**config.mk**
```make
export PLATFORM = sky130hd
export DESIGN_NAME = config_dispatch_top
export DESIGN_NICKNAME = d
export VERILOG_FILES = /design/src/logic/glay_engine_pkg.sv /design/src/logic/glay_config_pkg.sv /design/src/logic/config_dispatch_top.sv /design/src/logic/config_params_select_pulse.sv /design/src/logic/response_arbiter.sv /design/src/logic/config_param_table.sv
export SDC_FILE = /design/constraint.sdc
export NUM_CORES = 1
export LEC_CHECK = 0
export BUFFER_PORTS_ARGS = -buffer_cell sky130_fd_sc_hd__buf_2
export CORE_MARGIN = 2
export CORE_UTILIZATION = 35
export CTS_BUF_LIST = sky130_fd_sc_hd__clkbuf_16
export CTS_CLUSTER_DIAMETER = 80
export DETAILED_ROUTE_END_ITERATION = 16
export GPL_ROUTABILITY_DRIVEN = 0
export GPL_TIMING_DRIVEN = 0
export SYNTH_ARGS = -nofsm -noshare
export SYNTH_HDL_FRONTEND = slang
export SYNTH_HIERARCHICAL = 1
export SYNTH_SLANG_ARGS = --single-unit
```
**constraint.sdc**
```tcl
create_clock -name ap_clk -period 4.25 [get_ports ap_clk]
set_input_delay 0.6375 -clock ap_clk [delete_from_list [all_inputs] [get_ports ap_clk]]
set_output_delay 0.6375 -clock ap_clk [all_outputs]
set_load 0.05 [all_outputs]
```
**src/logic/glay_engine_pkg.sv**
```systemverilog
/*
 * engine side definitions
 * response id widths, meta packing and the arbiter priority state
 */

`default_nettype none

package glay_engine_pkg;

    // source ids carried by every engine response
    localparam int BUNDLE_ID_WIDTH = 4;
    localparam int LANE_ID_WIDTH   = 4;

    // meta packs bundle id above lane id
    localparam int META_WIDTH      = BUNDLE_ID_WIDTH + LANE_ID_WIDTH;
    localparam int META_BUNDLE_LSB = LANE_ID_WIDTH;

    // ----------------------------------------------------------
    // arbiter
    // ----------------------------------------------------------
    // port that wins the next contended grant
    typedef enum logic {
        GRANT_A = 1'b0,
        GRANT_B = 1'b1
    } arb_state_t;

endpackage : glay_engine_pkg

`default_nettype wire

```
**src/logic/glay_config_pkg.sv**
```systemverilog
/*
 * configuration table definitions
 * table size, field widths and host write opcodes for the
 * parameter table of the dispatch subsystem
 */

`default_nettype none

package glay_config_pkg;

    // ----------------------------------------------------------
    // table geometry
    // ----------------------------------------------------------
    // number of table entries
    localparam int NUM_PARAMS        = 8;
    localparam int PARAM_INDEX_WIDTH = $clog2(NUM_PARAMS);
    // wide enough to hold a full popcount of the table
    localparam int PARAM_COUNT_WIDTH = $clog2(NUM_PARAMS) + 1;
    localparam int PARAM_FIELD_WIDTH = 16;

    // ----------------------------------------------------------
    // host write port
    // ----------------------------------------------------------
    localparam int CFG_DATA_WIDTH = 16;
    localparam int CFG_OP_WIDTH   = 2;

    // field ops address one entry, mask ops replace the whole mask
    typedef enum logic [CFG_OP_WIDTH-1:0] {
        CFG_OP_FIELD     = 2'd0,
        CFG_OP_META      = 2'd1,
        CFG_OP_CAST_MASK = 2'd2,
        CFG_OP_LANE_MASK = 2'd3
    } cfg_opcode_t;

endpackage : glay_config_pkg

`default_nettype wire
```
**src/logic/config_dispatch_top.sv**
```systemverilog
/*
 * config dispatch top
 * host parameter table, engine response arbiter and the
 * parameter selector wired together
 */

`timescale 1ns/1ps
`default_nettype none

module config_dispatch_top
    import glay_config_pkg::*;
    import glay_engine_pkg::*;
(
    input  logic                           ap_clk,
    input  logic                           areset,
    // host write group
    input  logic                           cfg_wr_en,
    input  cfg_opcode_t                    cfg_wr_op,
    input  logic [PARAM_INDEX_WIDTH-1:0]   cfg_wr_index,
    input  logic [CFG_DATA_WIDTH-1:0]      cfg_wr_data,
    // engine ports
    input  logic                           resp_a_valid,
    input  logic [BUNDLE_ID_WIDTH-1:0]     resp_a_bundle,
    input  logic [LANE_ID_WIDTH-1:0]       resp_a_lane,
    input  logic                           resp_b_valid,
    input  logic [BUNDLE_ID_WIDTH-1:0]     resp_b_bundle,
    input  logic [LANE_ID_WIDTH-1:0]       resp_b_lane,
    // replay outputs
    output logic                           pulse_out,
    output logic                           param_valid,
    output logic [PARAM_INDEX_WIDTH-1:0]   param_index,
    output logic [PARAM_FIELD_WIDTH-1:0]   param_out,
    output logic [META_WIDTH-1:0]          meta_out,
    output logic [NUM_PARAMS-1:0]          kernel_valid
);

    logic [NUM_PARAMS*PARAM_FIELD_WIDTH-1:0] entry_field;
    logic [NUM_PARAMS*META_WIDTH-1:0]        entry_meta;
    logic [NUM_PARAMS-1:0]                   cast_mask;
    logic [NUM_PARAMS-1:0]                   lane_mask;
    logic                                    bus_valid;
    logic [BUNDLE_ID_WIDTH-1:0]              bus_bundle;
    logic [LANE_ID_WIDTH-1:0]                bus_lane;
    logic                                    sel_busy;

    config_param_table config_param_table_i (
        .ap_clk       (ap_clk),
        .areset       (areset),
        .cfg_wr_en    (cfg_wr_en),
        .cfg_wr_op    (cfg_wr_op),
        .cfg_wr_index (cfg_wr_index),
        .cfg_wr_data  (cfg_wr_data),
        .entry_field  (entry_field),
        .entry_meta   (entry_meta),
        .cast_mask    (cast_mask),
        .lane_mask    (lane_mask)
    );

    // selector busy holds the bus
    response_arbiter response_arbiter_i (
        .ap_clk        (ap_clk),
        .areset        (areset),
        .resp_a_valid  (resp_a_valid),
        .resp_a_bundle (resp_a_bundle),
        .resp_a_lane   (resp_a_lane),
        .resp_b_valid  (resp_b_valid),
        .resp_b_bundle (resp_b_bundle),
        .resp_b_lane   (resp_b_lane),
        .sel_busy      (sel_busy),
        .bus_valid     (bus_valid),
        .bus_bundle    (bus_bundle),
        .bus_lane      (bus_lane)
    );

    config_params_select_pulse config_params_select_pulse_i (
        .ap_clk       (ap_clk),
        .areset       (areset),
        .bus_valid    (bus_valid),
        .bus_bundle   (bus_bundle),
        .bus_lane     (bus_lane),
        .entry_field  (entry_field),
        .entry_meta   (entry_meta),
        .cast_mask    (cast_mask),
        .lane_mask    (lane_mask),
        .sel_busy     (sel_busy),
        .pulse_out    (pulse_out),
        .param_valid  (param_valid),
        .param_index  (param_index),
        .param_out    (param_out),
        .meta_out     (meta_out),
        .kernel_valid (kernel_valid)
    );

endmodule : config_dispatch_top

`default_nettype wire

```
**src/logic/config_params_select_pulse.sv**
```systemverilog
/*
 * config parameter selector
 * matches bus responses against the table and replays the
 * selected entries one per cycle, lowest index first, with a pulse
 */

`timescale 1ns/1ps
`default_nettype none

module config_params_select_pulse
    import glay_config_pkg::*;
    import glay_engine_pkg::*;
(
    input  logic                                    ap_clk,
    input  logic                                    areset,
    input  logic                                    bus_valid,
    input  logic [BUNDLE_ID_WIDTH-1:0]              bus_bundle,
    input  logic [LANE_ID_WIDTH-1:0]                bus_lane,
    input  logic [NUM_PARAMS*PARAM_FIELD_WIDTH-1:0] entry_field,
    input  logic [NUM_PARAMS*META_WIDTH-1:0]        entry_meta,
    input  logic [NUM_PARAMS-1:0]                   cast_mask,
    input  logic [NUM_PARAMS-1:0]                   lane_mask,
    output logic                                    sel_busy,
    output logic                                    pulse_out,
    output logic                                    param_valid,
    output logic [PARAM_INDEX_WIDTH-1:0]            param_index,
    output logic [PARAM_FIELD_WIDTH-1:0]            param_out,
    output logic [META_WIDTH-1:0]                   meta_out,
    output logic [NUM_PARAMS-1:0]                   kernel_valid
);

    logic [NUM_PARAMS-1:0]        cast_hit;
    logic [NUM_PARAMS-1:0]        lane_hit;
    logic [NUM_PARAMS-1:0]        sel_set;
    logic [PARAM_COUNT_WIDTH-1:0] sel_count;
    logic [NUM_PARAMS-1:0]        pend_set;
    logic [PARAM_COUNT_WIDTH-1:0] count_reg;
    logic [NUM_PARAMS-1:0]        pick;

    // ----------------------------------------------------------
    // match vectors and popcount
    // ----------------------------------------------------------
    always_comb begin
        cast_hit  = '0;
        lane_hit  = '0;
        sel_count = '0;
        for (int i = 0; i < NUM_PARAMS; i++) begin
            // cast entries care about the bundle only
            cast_hit[i] = bus_valid & cast_mask[i] &
                (entry_meta[i*META_WIDTH + META_BUNDLE_LSB +: BUNDLE_ID_WIDTH] == bus_bundle);
            lane_hit[i] = bus_valid & lane_mask[i] &
                (entry_meta[i*META_WIDTH + META_BUNDLE_LSB +: BUNDLE_ID_WIDTH] == bus_bundle) &
                (entry_meta[i*META_WIDTH +: LANE_ID_WIDTH] == bus_lane);
        end
        sel_set = cast_hit | lane_hit;
        for (int i = 0; i < NUM_PARAMS; i++) begin
            sel_count = sel_count + PARAM_COUNT_WIDTH'(sel_set[i]);
        end
    end

    // ----------------------------------------------------------
    // replay state
    // ----------------------------------------------------------
    // load on a bus response, then drop the lowest bit each cycle
    always_ff @(posedge ap_clk) begin
        if (areset) begin
            pend_set  <= '0;
            count_reg <= '0;
        end else if (bus_valid) begin
            pend_set  <= sel_set;
            count_reg <= sel_count;
        end else if (count_reg != '0) begin
            pend_set  <= pend_set & (pend_set - 1'b1);
            count_reg <= count_reg - 1'b1;
        end
    end

    // one emit per cycle while the counter runs
    assign param_valid = (count_reg != '0);
    assign pulse_out   = param_valid;
    assign sel_busy    = param_valid;

    // ----------------------------------------------------------
    // priority chain
    // ----------------------------------------------------------
    // pick is the lowest pending bit, kernel_valid fills upward from it
    always_comb begin
        pick            = '0;
        kernel_valid    = '0;
        pick[0]         = pend_set[0];
        kernel_valid[0] = pend_set[0];
        for (int i = 1; i < NUM_PARAMS; i++) begin
            pick[i]         = pend_set[i] & ~kernel_valid[i-1];
            kernel_valid[i] = pend_set[i] | kernel_valid[i-1];
        end
    end

    // output mux, all zero when idle
    always_comb begin
        param_index = '0;
        param_out   = '0;
        meta_out    = '0;
        for (int i = 0; i < NUM_PARAMS; i++) begin
            if (pick[i]) begin
                param_index = PARAM_INDEX_WIDTH'(i);
                param_out   = entry_field[i*PARAM_FIELD_WIDTH +: PARAM_FIELD_WIDTH];
                meta_out    = entry_meta[i*META_WIDTH +: META_WIDTH];
            end
        end
    end

endmodule : config_params_select_pulse

`default_nettype wire

```
**src/logic/response_arbiter.sv**
```systemverilog
/*
 * response arbiter
 * merges the two engine response ports onto one registered bus,
 * with a pending slot per port and round robin on contention
 */

`timescale 1ns/1ps
`default_nettype none

module response_arbiter
    import glay_engine_pkg::*;
(
    input  logic                       ap_clk,
    input  logic                       areset,
    input  logic                       resp_a_valid,
    input  logic [BUNDLE_ID_WIDTH-1:0] resp_a_bundle,
    input  logic [LANE_ID_WIDTH-1:0]   resp_a_lane,
    input  logic                       resp_b_valid,
    input  logic [BUNDLE_ID_WIDTH-1:0] resp_b_bundle,
    input  logic [LANE_ID_WIDTH-1:0]   resp_b_lane,
    input  logic                       sel_busy,
    output logic                       bus_valid,
    output logic [BUNDLE_ID_WIDTH-1:0] bus_bundle,
    output logic [LANE_ID_WIDTH-1:0]   bus_lane
);

    logic                       pend_a;
    logic                       pend_b;
    logic [BUNDLE_ID_WIDTH-1:0] slot_a_bundle;
    logic [LANE_ID_WIDTH-1:0]   slot_a_lane;
    logic [BUNDLE_ID_WIDTH-1:0] slot_b_bundle;
    logic [LANE_ID_WIDTH-1:0]   slot_b_lane;
    arb_state_t                 prio_q;
    logic                       issue_ok;
    logic                       grant_a;
    logic                       grant_b;

    // ----------------------------------------------------------
    // grant decision
    // ----------------------------------------------------------
    // hold off while the selector replays, and in the issue cycle
    // itself since busy only rises on the following edge
    assign issue_ok = ~sel_busy & ~bus_valid;
    assign grant_a  = issue_ok & pend_a & (~pend_b | (prio_q == GRANT_A));
    assign grant_b  = issue_ok & pend_b & ~grant_a;

    // pending slots, a new strobe wins over a same cycle grant
    always_ff @(posedge ap_clk) begin
        if (areset) begin
            pend_a <= 1'b0;
            pend_b <= 1'b0;
        end else begin
            pend_a <= resp_a_valid | (pend_a & ~grant_a);
            pend_b <= resp_b_valid | (pend_b & ~grant_b);
        end
    end

    // slot payload
    always_ff @(posedge ap_clk) begin
        if (resp_a_valid) begin
            slot_a_bundle <= resp_a_bundle;
            slot_a_lane   <= resp_a_lane;
        end
        if (resp_b_valid) begin
            slot_b_bundle <= resp_b_bundle;
            slot_b_lane   <= resp_b_lane;
        end
    end

    // ----------------------------------------------------------
    // priority and bus register
    // ----------------------------------------------------------
    always_ff @(posedge ap_clk) begin
        if (areset) begin
            prio_q    <= GRANT_A;
            bus_valid <= 1'b0;
        end else begin
            bus_valid <= grant_a | grant_b;
            // priority only moves when both slots competed
            if (pend_a & pend_b & issue_ok) begin
                prio_q <= grant_a ? GRANT_B : GRANT_A;
            end
        end
    end

    always_ff @(posedge ap_clk) begin
        if (grant_a) begin
            bus_bundle <= slot_a_bundle;
            bus_lane   <= slot_a_lane;
        end else if (grant_b) begin
            bus_bundle <= slot_b_bundle;
            bus_lane   <= slot_b_lane;
        end
    end

endmodule : response_arbiter

`default_nettype wire

```
**src/logic/config_param_table.sv**
```systemverilog
/*
 * config parameter table
 * register file of parameter fields, meta ids and the cast and
 * lane masks, updated by host opcode writes
 */

`timescale 1ns/1ps
`default_nettype none

module config_param_table
    import glay_config_pkg::*;
    import glay_engine_pkg::*;
(
    input  logic                                  ap_clk,
    input  logic                                  areset,
    input  logic                                  cfg_wr_en,
    input  cfg_opcode_t                           cfg_wr_op,
    input  logic [PARAM_INDEX_WIDTH-1:0]          cfg_wr_index,
    input  logic [CFG_DATA_WIDTH-1:0]             cfg_wr_data,
    output logic [NUM_PARAMS*PARAM_FIELD_WIDTH-1:0] entry_field,
    output logic [NUM_PARAMS*META_WIDTH-1:0]      entry_meta,
    output logic [NUM_PARAMS-1:0]                 cast_mask,
    output logic [NUM_PARAMS-1:0]                 lane_mask
);

    // ----------------------------------------------------------
    // opcode decode and storage
    // ----------------------------------------------------------
    always_ff @(posedge ap_clk) begin
        if (areset) begin
            entry_field <= '0;
            entry_meta  <= '0;
            cast_mask   <= '0;
            lane_mask   <= '0;
        end else if (cfg_wr_en) begin
            case (cfg_wr_op)
                CFG_OP_FIELD: begin
                    // one entry's parameter field
                    entry_field[cfg_wr_index*PARAM_FIELD_WIDTH +: PARAM_FIELD_WIDTH]
                        <= cfg_wr_data[PARAM_FIELD_WIDTH-1:0];
                end
                CFG_OP_META: begin
                    // bundle and lane ids from the low byte
                    entry_meta[cfg_wr_index*META_WIDTH +: META_WIDTH]
                        <= cfg_wr_data[META_WIDTH-1:0];
                end
                CFG_OP_CAST_MASK: begin
                    // whole mask, index ignored
                    cast_mask <= cfg_wr_data[NUM_PARAMS-1:0];
                end
                CFG_OP_LANE_MASK: begin
                    lane_mask <= cfg_wr_data[NUM_PARAMS-1:0];
                end
            endcase
        end
    end

endmodule : config_param_table

`default_nettype wire

```
==> run metrics <==
Die X-Extent 199 um; final hold vios 0; outcome finished clean; flops & latches, synth 248; WL/cell 22.5 um; Slew headroom between 20 and 25%; largest net degree at the start of global routing 14; CP Class reg -> reg; hold_sp resp_b_lane[0]; Post-synth EDFFs 24; Critical Path Most Common Cell fa_1; PortBufs 71; synth unique cells 76; DR vias/cell 5.48; n_diodes 0; Net Count, Synth 1471; Syn Area/Cell between 9 and 10 um^2; drt first pass iters 5; Synth Warn # 6; RSZ-0062 raised after global routing no; CTS tree built; r2r endpoint config_params_select_pulse_i/count_reg[1]$_SDFFE_PP0P_; core area about 38000 um^2; Cell Rows 71; period utilisation layout a little over nine tenths; Root Buffer clkbuf_16; Non-Filler Instances 2055; commonest non-fill, non-tap cell in the layout dfxtp_1; crit end category flip-flop; Post-DP HPWL 34.4 mm; area added between synthesis and finish 15.1%; Combinational Power Share 15.9%; initial antenna violation count 0; Sw Pwr 1.70 mW; Max stage delay on crit path 0.52 ns; Critical Path, Cell by Cell buf_4 > xor2_1 > nor3_1 > a31oi_1 > or3_1 > fa_1 > fa_1 > inv_1 > ha_1 > inv_1 > fa_1 > nand2b_1 > a21oi_1; setup violators final 0; setup ws final 0.247 ns; clk_skew 0.0103 ns; cell count of the worst reg-to-reg path 13; Worst path slowest cell edfxtp_1; TNS Setup 0 ns; measured slew at the worst slew-check pin 1.15 ns; leading cell types in the layout, fill and taps excluded dfxtp_1, nand2b_1, mux2i_1; max FFs per register 128; # H-tree levels 1; critical path launch point type flip-flop; DRT Wirelength between 40 and 50 mm; worst min-delay path category in -> reg; pre-CTS WS -0.247 ns; largest reg by FF count config_param_table_i/entry_field; layout cells sized above 1 12.6%; sw frac approximately 28%; worst reg2reg startpoint response_arbiter_i/bus_lane[3]$_DFFE_PP_; global route total overflow 0; multi-input logic area 7430 um^2; io pins 79; post-synthesis sequential area ratio 39.1%; Worst VDD drop between 0.3 and 0.4 mV; vias in the first global route 10700; Synth Instances 1414; Die Y 199 um; f_max 250 MHz; biggest regs config_param_table_i/entry_field (128), config_param_table_i/entry_meta (64); Pwr Density 391 nW/um^2; number of CTS-inserted buffers 28; mapped cell area 13300 um^2; CTS clk-pin slew, worst paths 0.06 ns; Nets ~1600; Hold Path End response_arbiter_i/slot_b_lane[0]$_DFFE_PP_; Residual DRC 0; Max-cap violations 0; leakage 6.73 nW; Cells after DPL ~2000; ys flop type dfxtp_1; first-pass GRT wire length 68.1 mm; Crit path required time 4.73 ns; Die ar. 39600 um^2; Hold Path Depth 1; P_int 4.29 mW; Tot GR Track Use 23.4%; ys async rst share 0%; via count between 10000 and 15000; antenna-violating nets left 0; Total Power 5.98 mW; Crit path arrival time between 4 and 5 ns; Starting Density 35.4%; Fill cells 3777; hold_ws around 0.26 ns; Clock Sinks 248; initial drt markers 1030; crit path max fanout 5; Longest Clk Path Bufs 3; part of the power in the clock network 41.4%; Register Area 5200 um^2; max-slew violation count 0; clock latency on the worst-skew pair 0.56 ns; sequential share of power 42.6%; Period minus WS final 4.00 ns; R2R Setup Slk 0.25 ns
[worst max-delay path by stage]
stage	start	end	slack, ns	depth (start not counted)
finish	response_arbiter_i/bus_lane[3]$_DFFE_PP_	config_params_select_pulse_i/count_reg[1]$_SDFFE_PP0P_	0.25	13
global route	response_arbiter_i/bus_bundle[0]$_DFFE_PP_	config_params_select_pulse_i/count_reg[2]$_SDFFE_PP0P_	0.06	14
CTS	response_arbiter_i/bus_lane[0]$_DFFE_PP_	config_params_select_pulse_i/count_reg[1]$_SDFFE_PP0P_	0.06	13
detailed placement	response_arbiter_i/bus_lane[1]$_DFFE_PP_	config_params_select_pulse_i/count_reg[1]$_SDFFE_PP0P_	-0.25	13
global placement	response_arbiter_i/bus_lane[1]$_DFFE_PP_	config_params_select_pulse_i/count_reg[1]$_SDFFE_PP0P_	-0.22	13
floorplan	response_arbiter_i/bus_lane[0]$_DFFE_PP_	config_params_select_pulse_i/count_reg[1]$_SDFFE_PP0P_	0.54	14
[area by class of cell]
cell class,count,area share [%]
plain buffers,109,3.57
clock buffers,29,4.74
clock inverters,23,1.28
inverters,28,0.686
multi-input cells,1021,48.5
flip-flops and latches,248,34.0
well taps,511,4.17
repair buffers,86,3.06
[logic make-up after synthesis]
| kind of cell | after synthesis | share of synthesized area (%) |
|---|---|---|
| AO/OA/AOI/OAI | 191 | 10.8 |
| multiplexers | 217 | 16.6 |
| flip-flops | 248 | 39.1 |
| XOR/XNOR | 58 | 3.82 |
| AND/OR/NAND/NOR | 540 | 22.9 |
| adder cells (fa/ha/maj) | 15 | 1.64 |
| buffers and inverters | 145 | 5.11 |
[per-layer routing]
| metal | track usage (%) | vias up | share of wire (%) |
|---|---|---|---|
| met1 | 32.8 | 5452 | 44 |
| met3 | 4.02 | 100 | 8.9 |
| met5 | 0 | - | 0 |
| met4 | 8.21 | 0 | 3.9 |
| li1 | - | 5145 | - |
| met2 | 36.0 | 555 | 43 |
[critical path, delay by kind of cell (launching register included)]
kind | cells | cell delay, ns
AND/OR/NAND/NOR | 3 | 0.99
buffers and inverters | 3 | 0.34
flip-flops | 1 | 0.52
AO/OA/AOI/OAI | 2 | 0.30
adder cells (fa/ha/maj) | 4 | 1.63
XOR/XNOR | 1 | 0.14
[through the flow]
stage          util (%)  cell area, um^2
3_3_place_gp       38.1            14300
3_5_place_dp       38.1            14300
2_1_floorplan         -            13300
6_report           40.8            15300
4_1_cts            40.5            15200
5_1_grt            40.8            15300
[power groups by stage]
stage	Combinational (mW)	Clock [mW]	Sequential, mW
finish	0.953	2.48	2.55
global route	1.01	2.61	2.56
CTS	0.881	2.51	2.55
detailed placement	0.942	0	2.54
global placement	0.930	0	2.53
floorplan	0.667	0	2.52
[cells in the mapped netlist, drive strengths merged, types with 11 or more instances]
cell / number / area share (%)
dfxtp: 224 / 34
xor2: 37 / 2.4
clkbuf: 65 / 1.8
xnor2: 21 / 1.4
o211ai: 22 / 1.2
nand2b: 215 / 10
nor2: 33 / 0.93
nor2b: 28 / 1.3
o21ai: 18 / 0.68
ha: 11 / 1.0
nand2: 142 / 4.0
nand3: 52 / 2.2
buf: 52 / 2.5
inv: 28 / 0.79
nor3: 18 / 0.71
a311o: 20 / 1.5
a22o: 37 / 2.4
mux2i: 209 / 16
edfxtp: 24 / 5.4
a21oi: 32 / 1.2
[timing repair]
| item | CTS | global route |
|---|---|---|
| hold buffers | 0 | 0 |
| endpoints found under the setup margin | 2 | 2 |
| pin swaps | 0 | 0 |
| gates resized for setup | 1 | 2 |
| buffers inserted | 0 | 15 |
| gates cloned | 0 | 0 |
Power figures use the tool's default switching activity.
